<file path="src/anim_consts.svh">
`ifndef ANIM_CONSTS_SVH
`define ANIM_CONSTS_SVH

// frame geometry, 128 x 128 one-bit pixels
`define FRAME_X_BITS    7
`define FRAME_Y_BITS    7
`define PIX_ADDR_BITS   (`FRAME_X_BITS + `FRAME_Y_BITS)

// animation length
`define FRAME_COUNT     4
`define FRAME_IDX_BITS  2

// complete scans each frame stays on screen
`define HOLD_SCANS      2

`endif

</file>
<file path="src/anim_pkg.sv">
`default_nettype none

`include "anim_consts.svh"

package anim_pkg;

   // row in the upper bits, column in the lower bits
   typedef logic [`PIX_ADDR_BITS-1:0] pix_addr_t;

   // which of the frame memories is meant
   typedef logic [`FRAME_IDX_BITS-1:0] frame_idx_t;

endpackage

`default_nettype wire

</file>
<file path="src/pixel_scanner.sv">
`default_nettype none

`include "anim_consts.svh"

module pixel_scanner (
   input  wire                  clk,
   input  wire                  arst_n,
   input  wire                  enable,
   output anim_pkg::pix_addr_t  scan_addr,
   output logic                 scan_valid,
   output logic                 scan_last
);

   localparam logic [`FRAME_X_BITS-1:0] COL_MAX = '1;
   localparam logic [`FRAME_Y_BITS-1:0] ROW_MAX = '1;

   logic [`FRAME_X_BITS-1:0] col;
   logic [`FRAME_Y_BITS-1:0] row;
   logic                     col_wrap;

   assign col_wrap = (col == COL_MAX);

   // raster order, column runs fastest
   always_ff @(posedge clk or negedge arst_n) begin
      if (!arst_n) begin
         col <= '0;
         row <= '0;
      end else if (enable) begin
         col <= col + 1'b1;                   // wraps to 0 at the line end
         if (col_wrap) begin
            row <= row + 1'b1;                // wraps to 0 after the last line
         end
      end
   end

   assign scan_addr  = {row, col};
   assign scan_valid = enable;                // address is held while paused
   assign scan_last  = enable && col_wrap && (row == ROW_MAX);

   a_raster_step : assert property (
      @(posedge clk) disable iff (!arst_n)
      scan_valid |=> (scan_addr == $past(scan_addr) + 1'b1)
   ) else $error("pixel_scanner: address did not step in raster order");

endmodule

`default_nettype wire

</file>
<file path="config.mk">
export PLATFORM = sky130hd
export DESIGN_NAME = pixel_scanner
export DESIGN_NICKNAME = d
export VERILOG_FILES = /design/src/anim_pkg.sv /design/src/pixel_scanner.sv
export VERILOG_INCLUDE_DIRS = /design/src
export SDC_FILE = /design/constraint.sdc
export NUM_CORES = 1
export LEC_CHECK = 0
export CORE_AREA = 2 2 39 41
export CTS_CLUSTER_SIZE = 10
export DETAILED_ROUTE_END_ITERATION = 10
export DIE_AREA = 0 0 41 43
export DONT_BUFFER_PORTS = 1
export GPL_ROUTABILITY_DRIVEN = 0
export HOLD_SLACK_MARGIN = 0.1
export PLACE_DENSITY = 0.73
export SLEW_MARGIN = 0
export SYNTH_ARGS = -nofsm -noshare
export SYNTH_HDL_FRONTEND = slang
export SYNTH_SLANG_ARGS = --single-unit
</file>
<file path="constraint.sdc">
create_clock -name clk -period 1.2 [get_ports clk]
set_input_delay 0.24 -clock clk [delete_from_list [all_inputs] [get_ports clk]]
set_output_delay 0.24 -clock clk [all_outputs]
set_load 0.03 [all_outputs]
</file>
==> flow_summary.json <==
{
  "ys_top_cells_by_count": "dfrtp_1, xor2_1, nand2_1, nor2_1, xnor2_1",
  "wl_met3_um": 52,
  "post_dp_cell_area_um2": 837,
  "r2r_cells": 6,
  "cts_root_buf": "clkbuf_4",
  "die_h_um": 43,
  "antenna_cells": 0,
  "r2r-end": "row[1]",
  "worstSetupPathType": "reg -> out",
  "synth_cells": 51,
  "ir_worst_vdd_mv": 1.44,
  "dieArea_um2": 1760,
  "ys_ff_latch": 14,
  "internal-power_mw": 1.20,
  "grt_max_degree": 15,
  "rrSetupSlack_ns": -0.28,
  "viasPerCell": 5.14,
  "portBuffers": 0,
  "totalWireLength_um": 1490,
  "yosysTopAreaCell": "dfrtp_1",
  "outcome": "finished with violations",
  "ys_warn_count": 0,
  "register_area_um2": 355,
  "antenna_found_initial": 0,
  "hold_start": "enable",
  "wl_met2_um": 838,
  "start_util": 0.458,
  "syn_to_final_growth_pct": 61.5,
  "hpwl_um": 956,
  "stdcell_area_um2": 1020,
  "rsz0062_at_grt": "true",
  "synth_edf_count": 0,
  "grt_usage": 0.200,
  "final_nets": 88,
  "clock_path_buffers": 2,
  "cp-start-kind": "flop",
  "path_buf_inv": 1,
  "cp_slowest_stage_delay_ns": 0.39,
  "drt_first_iter_violations": 3,
  "vias": 504,
  "hold_viol_final": 0,
  "p_seq_frac": 0.358,
  "worstPathArrival_ns": 1.33,
  "ys_seq_area_frac": 0.553,
  "power_density_nw_per_um2": 1920,
  "synth_area_leaders": "dfrtp_1, xor2_1, xnor2_1, ha_1, mux2_2",
  "pwr-share-clk": 0.175,
  "multi_input_area_um2": 369,
  "cts_tree": "yes",
  "setup_violations": 10,
  "numClockSinks": 14,
  "synth_cell_types": 16,
  "cp_max_fo": 2,
  "hold_depth": 2,
  "syn_area_um2": 633,
  "p_sw_frac": 0.390,
  "hold_path_class": "in -> reg",
  "synth_most_common_cell": "dfrtp_1",
  "violations": "setup timing",
  "holdPathEnd": "col[2]",
  "maxSlewHeadroom": 0.581,
  "fin_ws_ns": -0.372,
  "numCtsBuffers": 3,
  "cellLeakagePower_nw": 0.547,
  "coreArea_um2": 1380,
  "finalMaxSlewViolations": 0,
  "path_clk_slew_ns": 0.09,
  "end_kind": "primary output",
  "topRoutingLayerUsed": "met4",
  "first_pass_iters": 4,
  "power_switching_uw": 763,
  "rows": 14,
  "met1Wirelength_um": 589,
  "r2r-start": "col[1]",
  "wl_per_cell_um": 15.2,
  "fill_cells": 96,
  "cap_violations": 0,
  "grt_pass1_vias": 540,
  "drcViolationCount": 0,
  "worst_slew_pin_slew_ns": 0.627,
  "synth.top_cell.area_share": 0.553,
  "critical-path-slowest-cell": "dfrtp_2",
  "layout-drive-gt1-share": 0.573,
  "worst_path_dominant_cell_family": "flip-flops",
  "grt_overflow": 0,
  "min_period_over_period": 1.31,
  "clkLatencyLatePin_ns": 0.28,
  "dp.cells": 86,
  "path_cells": "ha_4 -> nand4_1 -> buf_6 -> nor2_4 -> and3_4",
  "worst_clock_skew_ns": 0.000575,
  "ctsHtreeMaxLevel": 1,
  "avgSynthCellArea_um2": 12.4,
  "share_comb_of_total_power": 0.467,
  "ioPinCount": 19,
  "required_ns": 0.96,
  "synthArstFlopShare": 1.00,
  "ant_nets": 0,
  "syn_nets": 56,
  "finalNonFillerCells": 98,
  "fmax_ghz": 0.636,
  "grt_pass1_wl_um": 2320,
  "die_w_um": 41,
  "final.min_clock_period_ns": 1.57,
  "ys.flop_type": "dfrtp_1"
}
-- worst max-delay path by stage --
stage,startpoint,to,cells past startpoint
2_1_floorplan,col[0],scan_last,4
3_3_place_gp,col[1],scan_last,4
3_5_place_dp,row[0],scan_last,4
4_1_cts,row[0],scan_last,5
5_1_grt,row[0],scan_last,5
6_report,row[0],scan_last,5
-- timing repair --
item | CTS | global route
setup buffers | 6 | 3
endpoints found under the hold margin | 15 | 0
hold buffers | 2 | 0
resized for setup | 14 | 4
setup endpoints to repair | 10 | 12
pin swaps | 8 | 10
-- through the flow --
stage | hold WS [ns] | power [mW] | util | setup slack [ns] | TNS [ns]
2_1_floorplan | -0.0556 | 1.20 | - | -0.265 | -1.09
3_5_place_dp | -0.0552 | 1.49 | 0.605 | -0.135 | -0.645
4_1_cts | 0.108 | 1.95 | 0.717 | -0.388 | -2.17
6_report | 0.111 | 1.96 | 0.739 | -0.372 | -1.96
3_3_place_gp | -0.0552 | 1.47 | 0.605 | -0.117 | -0.377
5_1_grt | 0.112 | 2.07 | 0.739 | -0.442 | -2.67
-- final cells by class --
| type | instances | share of cell area |
|---|---|---|
| multi-input cells | 36 | 0.361 |
| flip-flops and latches | 14 | 0.348 |
| repair buffers | 28 | 0.236 |
| clock buffers | 4 | 0.0355 |
| well taps | 16 | 0.0196 |
-- cell families (layout without fill, tap and decap cells) --
| logic type | count (synthesis) | after routing | synth area share |
|---|---|---|---|
| xor gates and xnor gates | 12 | 12 | 0.166 |
| adders and majority gates | 2 | 2 | 0.0395 |
| buffers and inverters | 1 | 32 | 0.0119 |
| DFF | 14 | 14 | 0.553 |
| muxes | 2 | 2 | 0.0356 |
| and+or+nand+nor | 20 | 20 | 0.194 |
-- layer usage --
metal | track usage | vias up
li1 | - | 238
met1 | 0.247 | 253
met2 | 0.328 | 11
met3 | 0.0314 | 2
met4 | 0.0800 | 0
met5 | 0 | -
-- flip-flops by register name (all words and copies together), names as in the netlist --
| name | cells |
|---|---|
| row | 7 |
| col | 7 |
-- power by group through the flow --
stage | combinational [mW] | clock [mW] | sequential (mW)
2_1_floorplan | 0.209 | 0 | 0.987
3_3_place_gp | 0.760 | 0 | 0.710
3_5_place_dp | 0.782 | 0 | 0.713
4_1_cts | 0.897 | 0.348 | 0.702
5_1_grt | 0.984 | 0.368 | 0.718
6_report | 0.914 | 0.343 | 0.702
-- cells in the final DEF, fill, tap and decap left out, types with 2 or more instances in the layout --
cell           instances
buf_4                 20
nor2_4                 2
nor3_4                 2
nand4_1                2
nand2_1                5
xor2_1                 9
buf_6                  5
dlygate4sd3_1          2
xnor2_1                3
nand3_1                2
clkbuf_4               3
ha_4                   2
dfrtp_1               10
dfrtp_2                4
Power figures use the tool's default switching activity.
