### src/anim_consts.svh
`ifndef ANIM_CONSTS_SVH
`define ANIM_CONSTS_SVH

// frame geometry, 128 x 128 one-bit pixels
`define FRAME_X_BITS    7
`define FRAME_Y_BITS    7
`define PIX_ADDR_BITS   (`FRAME_X_BITS + `FRAME_Y_BITS)

// animation length
`define FRAME_COUNT     4
`define FRAME_IDX_BITS  2

// complete scans each frame stays on screen
`define HOLD_SCANS      2

`endif

### src/anim_pkg.sv
`default_nettype none

`include "anim_consts.svh"

package anim_pkg;

   // row in the upper bits, column in the lower bits
   typedef logic [`PIX_ADDR_BITS-1:0] pix_addr_t;

   // which of the frame memories is meant
   typedef logic [`FRAME_IDX_BITS-1:0] frame_idx_t;

endpackage

`default_nettype wire

### src/frame_sequencer.sv
`default_nettype none

`include "anim_consts.svh"

module frame_sequencer (
   input  wire                   clk,
   input  wire                   arst_n,
   input  wire                   scan_valid,
   input  wire                   scan_last,
   output anim_pkg::frame_idx_t  cur_frame
);

   localparam int CNT_W = $clog2(`HOLD_SCANS + 1);

   localparam logic [CNT_W-1:0]     CNT_LAST   = CNT_W'(`HOLD_SCANS - 1);
   localparam anim_pkg::frame_idx_t FRAME_LAST = anim_pkg::frame_idx_t'(`FRAME_COUNT - 1);

   logic [CNT_W-1:0] scan_cnt;                // completed scans of the current frame
   logic             scan_end;

   assign scan_end = scan_valid && scan_last;

   always_ff @(posedge clk or negedge arst_n) begin
      if (!arst_n) begin
         scan_cnt  <= '0;
         cur_frame <= '0;
      end else if (scan_end) begin
         if (scan_cnt == CNT_LAST) begin
            scan_cnt <= '0;
            // step to the next frame and wrap after the last one
            if (cur_frame == FRAME_LAST) begin
               cur_frame <= '0;
            end else begin
               cur_frame <= cur_frame + 1'b1;
            end
         end else begin
            scan_cnt <= scan_cnt + 1'b1;
         end
      end
   end

   a_frame_step : assert property (
      @(posedge clk) disable iff (!arst_n)
      $changed(cur_frame) |-> $past(scan_valid && scan_last)
   ) else $error("frame_sequencer: frame changed outside a scan end");

endmodule

`default_nettype wire

### config.mk
export PLATFORM = sky130hd
export DESIGN_NAME = frame_sequencer
export DESIGN_NICKNAME = d
export VERILOG_FILES = /design/src/anim_pkg.sv /design/src/frame_sequencer.sv
export VERILOG_INCLUDE_DIRS = /design/src
export SDC_FILE = /design/constraint.sdc
export NUM_CORES = 1
export LEC_CHECK = 0
export ABC_AREA = 0
export BUFFER_PORTS_ARGS = -buffer_cell sky130_fd_sc_hd__buf_2
export CAP_MARGIN = 20
export CORE_AREA = 2 2 39 41
export DETAILED_ROUTE_END_ITERATION = 16
export DIE_AREA = 0 0 41 43
export GPL_ROUTABILITY_DRIVEN = 1
export GPL_TIMING_DRIVEN = 1
export HOLD_SLACK_MARGIN = 0.1
export PLACE_DENSITY = 0.32
export SETUP_SLACK_MARGIN = 0.05
export SKIP_LAST_GASP = 1
export SLEW_MARGIN = 20
export SYNTH_ARGS = -nofsm -noshare
export SYNTH_HDL_FRONTEND = slang
export SYNTH_SLANG_ARGS = --single-unit
### constraint.sdc
create_clock -name clk -period 1.1 [get_ports clk]
set_input_delay 0.22 -clock clk [delete_from_list [all_inputs] [get_ports clk]]
set_output_delay 0.22 -clock clk [all_outputs]
set_load 0.05 [all_outputs]
==> results.md, run 1 <==
- Root buf cell: sky130_fd_sc_hd__clkbuf_4
- Floorplan die area: 1760 um^2
- Cts bufs inserted: 3
- Worst path arrival time: 0.83 ns
- TritonRoute pass-1 iters: 1
- Vertical die dimension: 43 um
- Largest stage delay on the critical path: 0.44 ns
- Post-route fraction of the period consumed by the critical path: 95.5%
- Final Slew Violations: 0
- Total Power Consumption: 0.836 mW
- Cell area after synthesis: around 170 um^2
- Period minus WS final: 1.05 ns
- DRC Markers: 0
- Total wire length after detailed routing: 339 um
- Number of antenna cells inserted: 0
- Clock Sink Count: 4
- CP cell instances: buf_8
- Final global-route overflow total: 0
- Leakage power of the design: roughly 0.12 nW
- Max-cap violation count: 0
- Top achievable clock speed: 0.952 GHz
- Antenna Nets Post-Route: 0
- Initial cell density of the core: 12.3%
- Count leader, synth: sky130_fd_sc_hd__dfrtp_1
- Dominant cells by area after synthesis: sky130_fd_sc_hd__dfrtp_1 (59%), sky130_fd_sc_hd__mux2_2 (13%), sky130_fd_sc_hd__ha_1 (7.4%)
- Result of the run: finished, final reports clean
- CTS tree: built
- Worst Hold Class: input pin to flip-flop
- Placed Area: 230 um^2
- Cell internal power dissipation: approximately 0.51 mW
- Delay-heaviest family, CP: flip-flops
- Flop and latch count out of synthesis: 4
- Placeable Area: 1380 um^2
- Data required time at the worst endpoint: roughly 0.88 ns
- Most used flip-flop cell after synthesis: sky130_fd_sc_hd__dfrtp_1
- Syn_nets: 18
- DR vias: 137
- Type of destination of the critical path: output pin
- Top cells by instance count after synthesis: sky130_fd_sc_hd__dfrtp_1 (4), sky130_fd_sc_hd__mux2_2 (2)
- Synth cell types: 9
- Rows: 14
- Switching power share of the total: 39.5%
- Sequential group share of total power: 34.9%
- Share of Yosys cell area claimed by the top area cell type: 58.8%
- Routability cong.: 0.530
- Clk_skew: 0.000931 ns
- Worst relative slew slack: 89.0%
- Maximum fanout along the worst path: 4
- Area grow syn2layout: 64.0%
- Clock latency reported for the late side of the worst-skew pair: 0.23 ns
- Setup Viol. Count Final: 0
- Number of placed instances, taps included: 34
- Gate power share: between 40% and 50%
- Fraction of layout cells with a size suffix above 1: 59.1%
- Portion of the post-synthesis area used by sequential elements: 58.8%
- Fraction of the core area covered by cells at the end of the flow: ~20%
- Top-level I/O count: 6
- Startpoint types: flip-flop
- Post-synth EDFFs: 0
- Clock share of power: around 22%
- Hold Worst Slack: 0.203 ns
- Final hold violation count: 0
- Total buffers and inverters traversed by the critical path: 1
- Total power per unit cell area: about 3000 nW/um^2
- Synth warn: 0
- Ratio of routed vias to standard cells: 3.61
- Reg2Reg Launch Point: scan_cnt[1]$_DFFE_PN0P_
- Number of antenna violations at the first check in global routing: 0
- Horizontal die dimension: 41 um
- Clock Tree Buf Depth: 2
- Clk slew on worst S/H paths: 0.04 ns
- Cell Count, Final, Fillers Out: 38
- Total GRT Usage: 6.05%
- H-tree Lvls: 1
- Measured slew at the worst slew-check pin: about 0.16 ns
- Synthesized area per cell: 13.1 um^2
- Net switching power of the design: 0.330 mW
- Cell taking the most area after synthesis: sky130_fd_sc_hd__dfrtp_1
- Post-CTS repair timing setup buffer count: 0
- Final Net Count: 29
- Vias in the first global route: 154
- Final standard cell area without fillers: 279 um^2
- CP max stage cell: sky130_fd_sc_hd__dfrtp_2
- DRT iter0 DRCs: 0
- Pin count of the biggest net entering global routing: 5
- I/O Buffers: 5
- Critical setup path kind: flip-flop to output pin
- Unrepaired setup endpoints after global routing: yes
- Worst voltage drop across the vdd grid: 1.02 mV
- Launch instance of the worst min-delay path: scan_valid
- Async SR Flop Fraction: 100%
- Global-route wire length before repair: between 500 and 600 um
- Post-Synthesis Cells: 13
- Critical path startpoint: cur_frame[0]$_DFFE_PN0P_
- Wire length per cell after detailed routing: 8.92 um
==> per-layer routing <==
layer	part of all wire, %	up-vias	GRT usage (%)
met5	0	-	0
met4	0	0	8.00
met3	11	0	3.14
met2	44	6	7.19
met1	44	67	6.19
li1	-	64	-
==> area by class of cell <==
class	instances	area (um^2)
repair buffers	6	51.3
inverters	1	3.75
flip-flops and latches	4	103
clock buffers	3	22.5
well taps	16	20.0
multi-input cells	8	78.8
fillers	154	1100
==> power groups by stage <==
stage               Sequential (mW)  Combinational, mW  Clock, mW
finish                        0.291              0.360      0.184
global route                  0.301              0.395      0.209
CTS                           0.289              0.353      0.203
detailed placement            0.280              0.307          0
global placement              0.278              0.300          0
floorplan                     0.408              0.103          0
==> layout by cell type (no fill, tap or decap), drive strengths merged <==
cell | Yosys | layout
nor2 | 1 | 1
nand2 | 1 | 1
mux2 | 2 | 2
dlygate4sd3 | 0 | 1
dfrtp | 4 | 4
clkbuf | 0 | 3
nand4b | 1 | 1
inv | 1 | 1
xnor2 | 1 | 1
buf | 0 | 5
a31oi | 1 | 1
ha | 1 | 1
==> final timing paths <==
path                                            end  slack, ns  cells past startpoint
setup / recovery                       cur_frame[0]       0.05                      1
hold / removal              scan_cnt[1]$_DFFE_PN0P_       0.20                      2
setup reg to reg           cur_frame[0]$_DFFE_PN0P_       0.06                      2
hold reg to reg             scan_cnt[0]$_DFFE_PN0P_       0.50                      1
max in group asynchronous  cur_frame[0]$_DFFE_PN0P_       0.63                      2
min in group asynchronous   scan_cnt[1]$_DFFE_PN0P_       0.33                      2
==> repair_timing <==
| action | 4_1_cts | 5_1_grt |
|---|---|---|
| pin swaps | 0 | 0 |
| gates resized for setup | 4 | 1 |
| hold buffers | 1 | 0 |
| setup endpoints to repair | 2 | 4 |
| endpoints found under the hold margin | 4 | 0 |
==> through the flow <==
| stage | setup TNS [ns] | worst slack (ns) |
|---|---|---|
| 3_5_place_dp | 0 | 0.0714 |
| 6_report | 0 | 0.0493 |
| 2_1_floorplan | -0.0487 | -0.0432 |
| 3_3_place_gp | 0 | 0.0947 |
| 5_1_grt | -0.0457 | -0.0243 |
| 4_1_cts | 0 | 0.0369 |
==> state kept, by name, summed over array words and instances, names as in the netlist <==
signal	count
cur_frame	2
scan_cnt	2
==> cell families (layout without fill, tap and decap cells) <==
| group | count (synthesis) | count (layout) | synth area share [%] |
|---|---|---|---|
| adder cells (fa/ha/maj) | 1 | 1 | 7.35 |
| flip-flops | 4 | 4 | 58.8 |
| AO/OA/AOI/OAI | 1 | 1 | 3.68 |
| AND/OR/NAND/NOR | 3 | 3 | 9.56 |
| buffers and inverters | 1 | 10 | 2.20 |
| multiplexers | 2 | 2 | 13.2 |
| XOR/XNOR | 1 | 1 | 5.15 |
No activity file was read; power rests on OpenSTA's default activity.
==> run 2, diff against run 1 <==
--- a/config.mk
+++ b/config.mk
@@ -15,7 +15,7 @@
 export GPL_ROUTABILITY_DRIVEN = 1
 export GPL_TIMING_DRIVEN = 1
 export HOLD_SLACK_MARGIN = 0.1
-export PLACE_DENSITY = 0.32
+export PLACE_DENSITY = 0.3
 export SETUP_SLACK_MARGIN = 0.05
 export SKIP_LAST_GASP = 1
 export SLEW_MARGIN = 20
==> run 2 against run 1 <==
Register-to-register slack is essentially flat. Maximum frequency down 0.34%. Power is 0.78% higher. Via count decreased by 3.6%. Count of clock-buffer cells in the layout is 1 higher. Critical path type unchanged. Largest cell class unchanged. Sequential power about the same. First-iteration DRC count is 3 higher. Setup slack got worse by 0.0036 ns. Clock power up 9%. Global-route usage is 1.5 points lower. Clock skew rose by 0.0088 ns. Combinational power down 2%.
==> results.md, run 2 (synthesized netlist as in run 1, its figures left out) <==
- Clk_skew: 0.00971 ns (was 0.000931 ns)
- CTS tree: built (unchanged)
- Total area of multi-input combinational cells: 78.8 um^2 (unchanged)
- Sequential group share of total power: 34.3% (was 34.9%)
- Max-cap violation count: 0 (unchanged)
- Cell internal power dissipation: 0.512 mW (was 0.506 mW)
- Measured slew at the worst slew-check pin: 0.132 ns (was 0.165 ns)
- Worst relative slew slack: 91.1% (was 89.0%)
- Placeable Area: 1380 um^2 (unchanged)
- Final Net Count: 29 (unchanged)
- Setup Viol. Count Final: 0 (unchanged)
- CP max stage cell: sky130_fd_sc_hd__dfrtp_2 (unchanged)
- TritonRoute pass-1 iters: 2 (was 1)
- Worst Hold Class: input pin to flip-flop (unchanged)
- DRC Markers: 0 (unchanged)
- DR vias: 132 (was 137)
- H-tree Lvls: 1 (unchanged)
- Rows: 14 (unchanged)
- Total power per unit cell area: 3020 nW/um^2 (was 3000 nW/um^2)
- Fraction of the core area covered by cells at the end of the flow: 20.2% (unchanged)
- Root buf cell: sky130_fd_sc_hd__clkbuf_4 (unchanged)
- I/O Buffers: 5 (unchanged)
- Unrepaired setup endpoints after global routing: yes (unchanged)
- Global-route wire length before repair: 476 um (was 593 um)
- Clk slew on worst S/H paths: 0.04 ns (about the same)
- Maximum fanout along the worst path: 4 (unchanged)
- Number of fill cells in the layout: 145 (was 154)
- Fraction of layout cells with a size suffix above 1: 56.5% (was 59.1%)
- Leading cell types in the layout, fill and taps excluded: sky130_fd_sc_hd__clkbuf_4 (3), sky130_fd_sc_hd__buf_2 (3) (was sky130_fd_sc_hd__clkbuf_4 (3), sky130_fd_sc_hd__buf_2 (3), sky130_fd_sc_hd__mux2_2 (2), sky130_fd_sc_hd__dfrtp_2 (2), sky130_fd_sc_hd__dfrtp_1 (2))
- Floorplan die area: 1760 um^2 (unchanged)
- Total GRT Usage: 4.53% (was 6.05%)
- Period minus WS final: 1.05 ns (about the same)
- Clock Sink Count: 4 (unchanged)
- CP cell instances: buf_6 (was buf_8)
- Result of the run: finished, final reports clean (unchanged)
- Place WS: 0.0803 ns (was 0.0714 ns)
- Type of destination of the critical path: output pin (unchanged)
- Post-CTS repair timing setup buffer count: 0 (unchanged)
- Post-Route Setup TNS: 0 ns (unchanged)
- Critical setup path kind: flip-flop to output pin (unchanged)
- Final hold violation count: 0 (unchanged)
- Cts bufs inserted: 3 (unchanged)
- Wire length per cell after detailed routing: 7.44 um (was 8.92 um)
- Hold Worst Slack: 0.206 ns (was 0.203 ns)
- Vias in the first global route: 116 (was 154)
- Startpoint types: flip-flop (unchanged)
- Vertical die dimension: 43 um (unchanged)
- Data required time at the worst endpoint: 0.88 ns (about the same)
- Clock latency reported for the late side of the worst-skew pair: 0.24 ns (was 0.23 ns)
- Area taken by flip-flops and latches: 103 um^2 (unchanged)
- Worst path arrival time: 0.83 ns (about the same)
- Leakage power of the design: 0.117 nW (was 0.118 nW)
- Area grow syn2layout: 64.0% (unchanged)
- Gate power share: 41.9% (was 43.1%)
- Switching power share of the total: 39.3% (was 39.5%)
- Total buffers and inverters traversed by the critical path: 1 (unchanged)
- Clock share of power: 23.8% (was 22.0%)
- Total Power Consumption: 0.843 mW (was 0.836 mW)
- Pin count of the biggest net entering global routing: 5 (unchanged)
- Post-route fraction of the period consumed by the critical path: 95.8% (was 95.5%)
- Largest stage delay on the critical path: 0.43 ns (was 0.44 ns)
- Ratio of routed vias to standard cells: 3.38 (was 3.61)
- Antenna Nets Post-Route: 0 (unchanged)
- Top achievable clock speed: 0.948 GHz (was 0.952 GHz)
- Number of antenna violations at the first check in global routing: 0 (unchanged)
- Horizontal die dimension: 41 um (unchanged)
- Initial cell density of the core: 12.3% (unchanged)
- Registers with the highest flip-flop counts: cur_frame x2, scan_cnt x2 (unchanged)
- Net switching power of the design: 0.331 mW (was 0.330 mW)
- Final worst-path setup slack: 0.0457 ns (was 0.0493 ns)
- Worst voltage drop across the vdd grid: 1.22 mV (was 1.02 mV)
- Total wire length after detailed routing: 290 um (was 339 um)
- Number of antenna cells inserted: 0 (unchanged)
- Delay-heaviest family, CP: flip-flops (unchanged)
- Routability cong.: 0.561 (was 0.530)
- Clock Tree Buf Depth: 2 (unchanged)
- Final global-route overflow total: 0 (unchanged)
- Top-level I/O count: 6 (unchanged)
- Final Slew Violations: 0 (unchanged)
- DRT iter0 DRCs: 3 (was 0)
[run 2: cell types whose count changed in the layout (fill, tap and decap cells not counted)]
cell	previous run	this run
sky130_fd_sc_hd__buf_6	1	2
sky130_fd_sc_hd__clkbuf_1	0	1
sky130_fd_sc_hd__buf_8	1	0
[run 2: final timing paths]
kind	from	endpoint	slack, ns	cells after the start
worst max-delay path	cur_frame[0]$_DFFE_PN0P_	cur_frame[0]	0.05	1
worst min-delay path	scan_valid	scan_cnt[1]$_DFFE_PN0P_	0.21	2
worst max register to register	cur_frame[1]$_DFFE_PN0P_	cur_frame[1]$_DFFE_PN0P_	0.07	2
worst min register to register	scan_cnt[1]$_DFFE_PN0P_	scan_cnt[1]$_DFFE_PN0P_	0.48	2
max in group asynchronous	arst_n	cur_frame[0]$_DFFE_PN0P_	0.65	2
min in group asynchronous	arst_n	cur_frame[1]$_DFFE_PN0P_	0.32	2
[run 2: cell type report]
class	instances	area share [%]
Clock buffer	4	9.42
Inverter	1	1.35
Timing Repair Buffer	6	17.0
Multi-Input combinational cell	8	28.3
Sequential cell	4	36.8
Tap cell	16	7.17
[run 2: worst register-to-register path: stages, from the launching register on]
cell,delay [ns]
sky130_fd_sc_hd__dfrtp_2,0.43
sky130_fd_sc_hd__ha_4,0.24
sky130_fd_sc_hd__mux2_2,0.25
[run 2: power by group through the flow]
stage | sequential, mW | combinational (mW) | clock (mW)
2_1_floorplan | 0.408 | 0.103 | 0
3_3_place_gp | 0.281 | 0.302 | 0
3_5_place_dp | 0.283 | 0.314 | 0
4_1_cts | 0.290 | 0.362 | 0.214
5_1_grt | 0.301 | 0.397 | 0.225
6_report | 0.289 | 0.353 | 0.201
[run 2: layer usage]
metal | part of all wire, % | global-route usage, % | vias to the layer above
met2 | 38 | 5.00 | 8
met4 | 0 | 0 | 0
met3 | 18 | 6.28 | 0
met5 | 0 | 0 | -
li1 | - | - | 67
met1 | 43 | 5.52 | 57
[run 2: per-stage QoR]
step,instance area (um^2),cells
2_1_floorplan,185,13
3_3_place_gp,230,34
3_5_place_dp,230,34
4_1_cts,279,39
5_1_grt,279,39
6_report,279,39
[run 2: timing repair]
action | CTS | global route
hold buffers | 1 | 0
endpoints found under the setup margin | 2 | 3
gates resized for setup | 4 | 0
hold endpoints to repair | 4 | 0
==> run 3, diff against run 2 <==
--- a/config.mk
+++ b/config.mk
@@ -6,7 +6,7 @@
 export SDC_FILE = /design/constraint.sdc
 export NUM_CORES = 1
 export LEC_CHECK = 0
-export ABC_AREA = 0
+export ABC_AREA = 1
 export BUFFER_PORTS_ARGS = -buffer_cell sky130_fd_sc_hd__buf_2
 export CAP_MARGIN = 20
 export CORE_AREA = 2 2 39 41
@@ -16,7 +16,6 @@
 export GPL_TIMING_DRIVEN = 1
 export HOLD_SLACK_MARGIN = 0.1
 export PLACE_DENSITY = 0.3
-export SETUP_SLACK_MARGIN = 0.05
 export SKIP_LAST_GASP = 1
 export SLEW_MARGIN = 20
 export SYNTH_ARGS = -nofsm -noshare
==> run 3 against run 2 <==
First-iteration DRC count rose by 33%. Critical path type unchanged. Maximum frequency rose by 0.66%. Sequential share of layout area fell by 0.96 points. Routed wire length rose by 19%. Synthesized cell count rose by 54%. Clock power barely moved. Non-clock buffer count did not move. Hold slack improved by 0.077 ns.
==> results.md, run 3 <==
- Rows: 14 (unchanged)
- Most common cell after layout, fill and taps aside: sky130_fd_sc_hd__nand2_1
- Top achievable clock speed: 0.955 GHz (was 0.948 GHz)
- Clk_skew: 0.0140 ns (was 0.00971 ns)
- Top cells by instance count after synthesis: sky130_fd_sc_hd__dfrtp_1 (4), sky130_fd_sc_hd__nand2_1 (4), sky130_fd_sc_hd__inv_2 (2), sky130_fd_sc_hd__nand2_2 (2), sky130_fd_sc_hd__nand3_1 (2) (was sky130_fd_sc_hd__dfrtp_1 (4), sky130_fd_sc_hd__mux2_2 (2))
- Setup slack on the worst flop-to-flop path: 0.14 ns (was 0.07 ns)
- Root buf cell: sky130_fd_sc_hd__clkbuf_4 (unchanged)
- Final global-route overflow total: 0 (unchanged)
- Total GRT Usage: 6.25% (was 4.53%)
- CP cell instances: buf_6 (unchanged)
- Endpoint of the worst hold path: scan_cnt[0]$_DFFE_PN0P_ (was scan_cnt[1]$_DFFE_PN0P_)
- Worst relative slew slack: 90.3% (was 91.1%)
- Async SR Flop Fraction: 100% (unchanged)
- Total buffers and inverters traversed by the critical path: 1 (unchanged)
- Worst path arrival time: 0.83 ns (about the same)
- Antenna Nets Post-Route: 0 (unchanged)
- Period minus WS final: 1.05 ns (about the same)
- DRT iter0 DRCs: 4 (was 3)
- Cts bufs inserted: 3 (unchanged)
- Number of placed instances, taps included: 41 (was 34)
- Placeable Area: 1380 um^2 (unchanged)
- Cell Count, Final, Fillers Out: 46 (was 39)
- Post-route fraction of the period consumed by the critical path: 95.2% (was 95.8%)
- Dominant cells by area after synthesis: sky130_fd_sc_hd__dfrtp_1 (53%), sky130_fd_sc_hd__nand2_1 (7.9%), sky130_fd_sc_hd__ha_1 (6.6%) (was sky130_fd_sc_hd__dfrtp_1 (59%), sky130_fd_sc_hd__mux2_2 (13%), sky130_fd_sc_hd__ha_1 (7.4%))
- Launch instance of the worst min-delay path: scan_last (was scan_valid)
- Pin count of the biggest net entering global routing: 5 (unchanged)
- Total wire length after detailed routing: 346 um (was 290 um)
- Final standard cell area without fillers: 287 um^2 (was 279 um^2)
- DRC Markers: 0 (unchanged)
- CTS tree: built (unchanged)
- Clock Tree Buf Depth: 2 (unchanged)
- Wire length per cell after detailed routing: 7.52 um (was 7.44 um)
- Fraction of the core area covered by cells at the end of the flow: 20.7% (was 20.2%)
- Max-cap violation count: 0 (unchanged)
- Synth warn: 0 (unchanged)
- Syn_nets: 25 (was 18)
- Most used flip-flop cell after synthesis: sky130_fd_sc_hd__dfrtp_1 (unchanged)
- Horizontal die dimension: 41 um (unchanged)
- Largest stage delay on the critical path: 0.42 ns (was 0.43 ns)
- Critical setup path kind: flip-flop to output pin (unchanged)
- Floorplan die area: 1760 um^2 (unchanged)
- Post-Route Setup TNS: 0 ns (unchanged)
- Worst voltage drop across the vdd grid: 0.839 mV (was 1.22 mV)
- Fraction of layout cells with a size suffix above 1: 50.0% (was 56.5%)
- CP max stage cell: sky130_fd_sc_hd__dfrtp_2 (unchanged)
- Placed Area: 238 um^2 (was 230 um^2)
- Post-Synthesis Cells: 20 (was 13)
- Final Net Count: 36 (was 29)
- Cell taking the most area after synthesis: sky130_fd_sc_hd__dfrtp_1 (unchanged)
- Worst Hold Class: input pin to flip-flop (unchanged)
- Endpoint of the most critical register-to-register path: cur_frame[1]$_DFFE_PN0P_ (unchanged)
- Number of antenna cells inserted: 0 (unchanged)
- Delay-heaviest family, CP: flip-flops (unchanged)
- Post-synth EDFFs: 0 (unchanged)
- Final Slew Violations: 0 (unchanged)
- Clock Sink Count: 4 (unchanged)
- Maximum fanout along the worst path: 4 (unchanged)
- Flop and latch count out of synthesis: 4 (unchanged)
- Synth cell types: 11 (was 9)
- Result of the run: finished, final reports clean (unchanged)
- TritonRoute pass-1 iters: 2 (unchanged)
- Leading cell types in the layout, fill and taps excluded: sky130_fd_sc_hd__nand2_1 (4), sky130_fd_sc_hd__clkbuf_4 (3), sky130_fd_sc_hd__buf_2 (3) (was sky130_fd_sc_hd__clkbuf_4 (3), sky130_fd_sc_hd__buf_2 (3))
- Area grow syn2layout: 50.7% (was 64.0%)
- Instance count along the most critical hold path: 3 (was 2)
- Ratio of routed vias to standard cells: 3.39 (was 3.38)
- Global-route wire length before repair: 614 um (was 476 um)
- Data required time at the worst endpoint: 0.88 ns (about the same)
- Startpoint types: flip-flop (unchanged)
- Measured slew at the worst slew-check pin: 0.144 ns (was 0.132 ns)
- Initial cell density of the core: 13.7% (was 12.3%)
- Synthesized area per cell: 9.51 um^2 (was 13.1 um^2)
- Total power per unit cell area: 2840 nW/um^2 (was 3020 nW/um^2)
- Leakage power of the design: 0.152 nW (was 0.117 nW)
- H-tree Lvls: 1 (unchanged)
- Cell area after synthesis: 190 um^2 (was 170 um^2)
- Number of antenna violations at the first check in global routing: 0 (unchanged)
- Vias in the first global route: 157 (was 116)
- Unrepaired setup endpoints after global routing: no (was yes)
- Clk slew on worst S/H paths: 0.05 ns (was 0.04 ns)
- Type of destination of the critical path: output pin (unchanged)
- Clock latency reported for the late side of the worst-skew pair: 0.24 ns (about the same)
- DR vias: 156 (was 132)
- Vertical die dimension: 43 um (unchanged)
- I/O Buffers: 5 (unchanged)
- Setup Viol. Count Final: 0 (unchanged)
- Total half-perimeter wirelength after legalization and detailed placement: between 200 and 300 um
- Portion of the post-synthesis area used by sequential elements: 52.6% (was 58.8%)
- Registers with the highest flip-flop counts: cur_frame x2, scan_cnt x2 (unchanged)
- Path depth of the worst reg2reg path: 3 (was 2)
- Share of Yosys cell area claimed by the top area cell type: 52.6% (was 58.8%)
- Top-level I/O count: 6 (unchanged)
- Final hold violation count: 0 (unchanged)
- Routability cong.: 0.574 (was 0.561)
- Hold Worst Slack: 0.283 ns (was 0.206 ns)
- Reg2Reg Launch Point: cur_frame[0]$_DFFE_PN0P_ (was cur_frame[1]$_DFFE_PN0P_)
==> run 3: cell types whose count changed after synthesis, sizes merged <==
cell / change
a31oi: -1
inv: +2
mux2: -2
nand2: +5
nand3: +2
nand4b: -1
nor2: +1
o21ai: +1
xnor2: -1
xor2: +1
==> run 3: per-stage QoR <==
step | worst slack (ns) | power (mW)
after detailed placement | 0.157 | 0.565
after global placement | 0.161 | 0.560
after floorplan | 0.0386 | 0.496
after CTS | 0.00658 | 0.807
final | 0.0526 | 0.814
after global routing | 0.0161 | 0.895
==> run 3: kinds of logic (layout without fill, tap and decap cells) <==
kind of cell             Yosys count  count (layout)  share of synthesized area, %
AO/OA/AOI/OAI                      1               1                          2.63
XOR/XNOR                           1               1                          4.61
adder cells (fa/ha/maj)            1               1                          6.58
buffers and inverters              3              13                          5.92
flip-flops                         4               4                          52.6
AND/OR/NAND/NOR                   10              10                          27.6
==> run 3: cell type report <==
class,instances,area [um^2]
clock buffer,4,26.3
fill,156,1100
inverter,3,11.3
multi-input combinational,13,78.8
sequential,4,103
tap,16,20.0
timing repair buffer,6,47.5
==> run 3: repair_timing <==
action	in CTS	in global routing
hold buffers	1	0
resized for setup	2	2
setup endpoints to repair	2	2
endpoints found under the hold margin	4	0
buffers inserted	0	0
==> run 3: power by group <==
group | switching [mW] | internal [mW] | total, mW
Sequential | 0.0461 | 0.208 | 0.254
Clock | 0.0662 | 0.136 | 0.203
Combinational | 0.227 | 0.130 | 0.357
==> run 3: worst max-delay path by stage <==
stage                             startpoint                       end  slack (ns)  cells after the start
finish              cur_frame[0]$_DFFE_PN0P_              cur_frame[0]        0.05                      1
CTS                 cur_frame[0]$_DFFE_PN0P_              cur_frame[0]       0.007                      1
detailed placement  cur_frame[0]$_DFFE_PN0P_  cur_frame[1]$_DFFE_PN0P_        0.16                      3
global route        cur_frame[0]$_DFFE_PN0P_              cur_frame[0]        0.02                      1
global placement    cur_frame[0]$_DFFE_PN0P_  cur_frame[1]$_DFFE_PN0P_        0.16                      3
floorplan           cur_frame[0]$_DFFE_PN0P_  cur_frame[1]$_DFFE_PN0P_        0.04                      3
==> run 3: worst min-delay path, delay by kind of cell <==
| family | cells | cell delay [ns] |
|---|---|---|
| buf+inv | 1 | 0.10 |
| simple gates | 1 | 0.08 |
| xor+xnor | 1 | 0.07 |
==> run 3: routing by layer <==
metal  GRT usage, %  part of all wire [%]
met1           4.89                    44
met2           7.19                    42
met3           9.42                    13
met4           4.00                     0
met5              0                     0
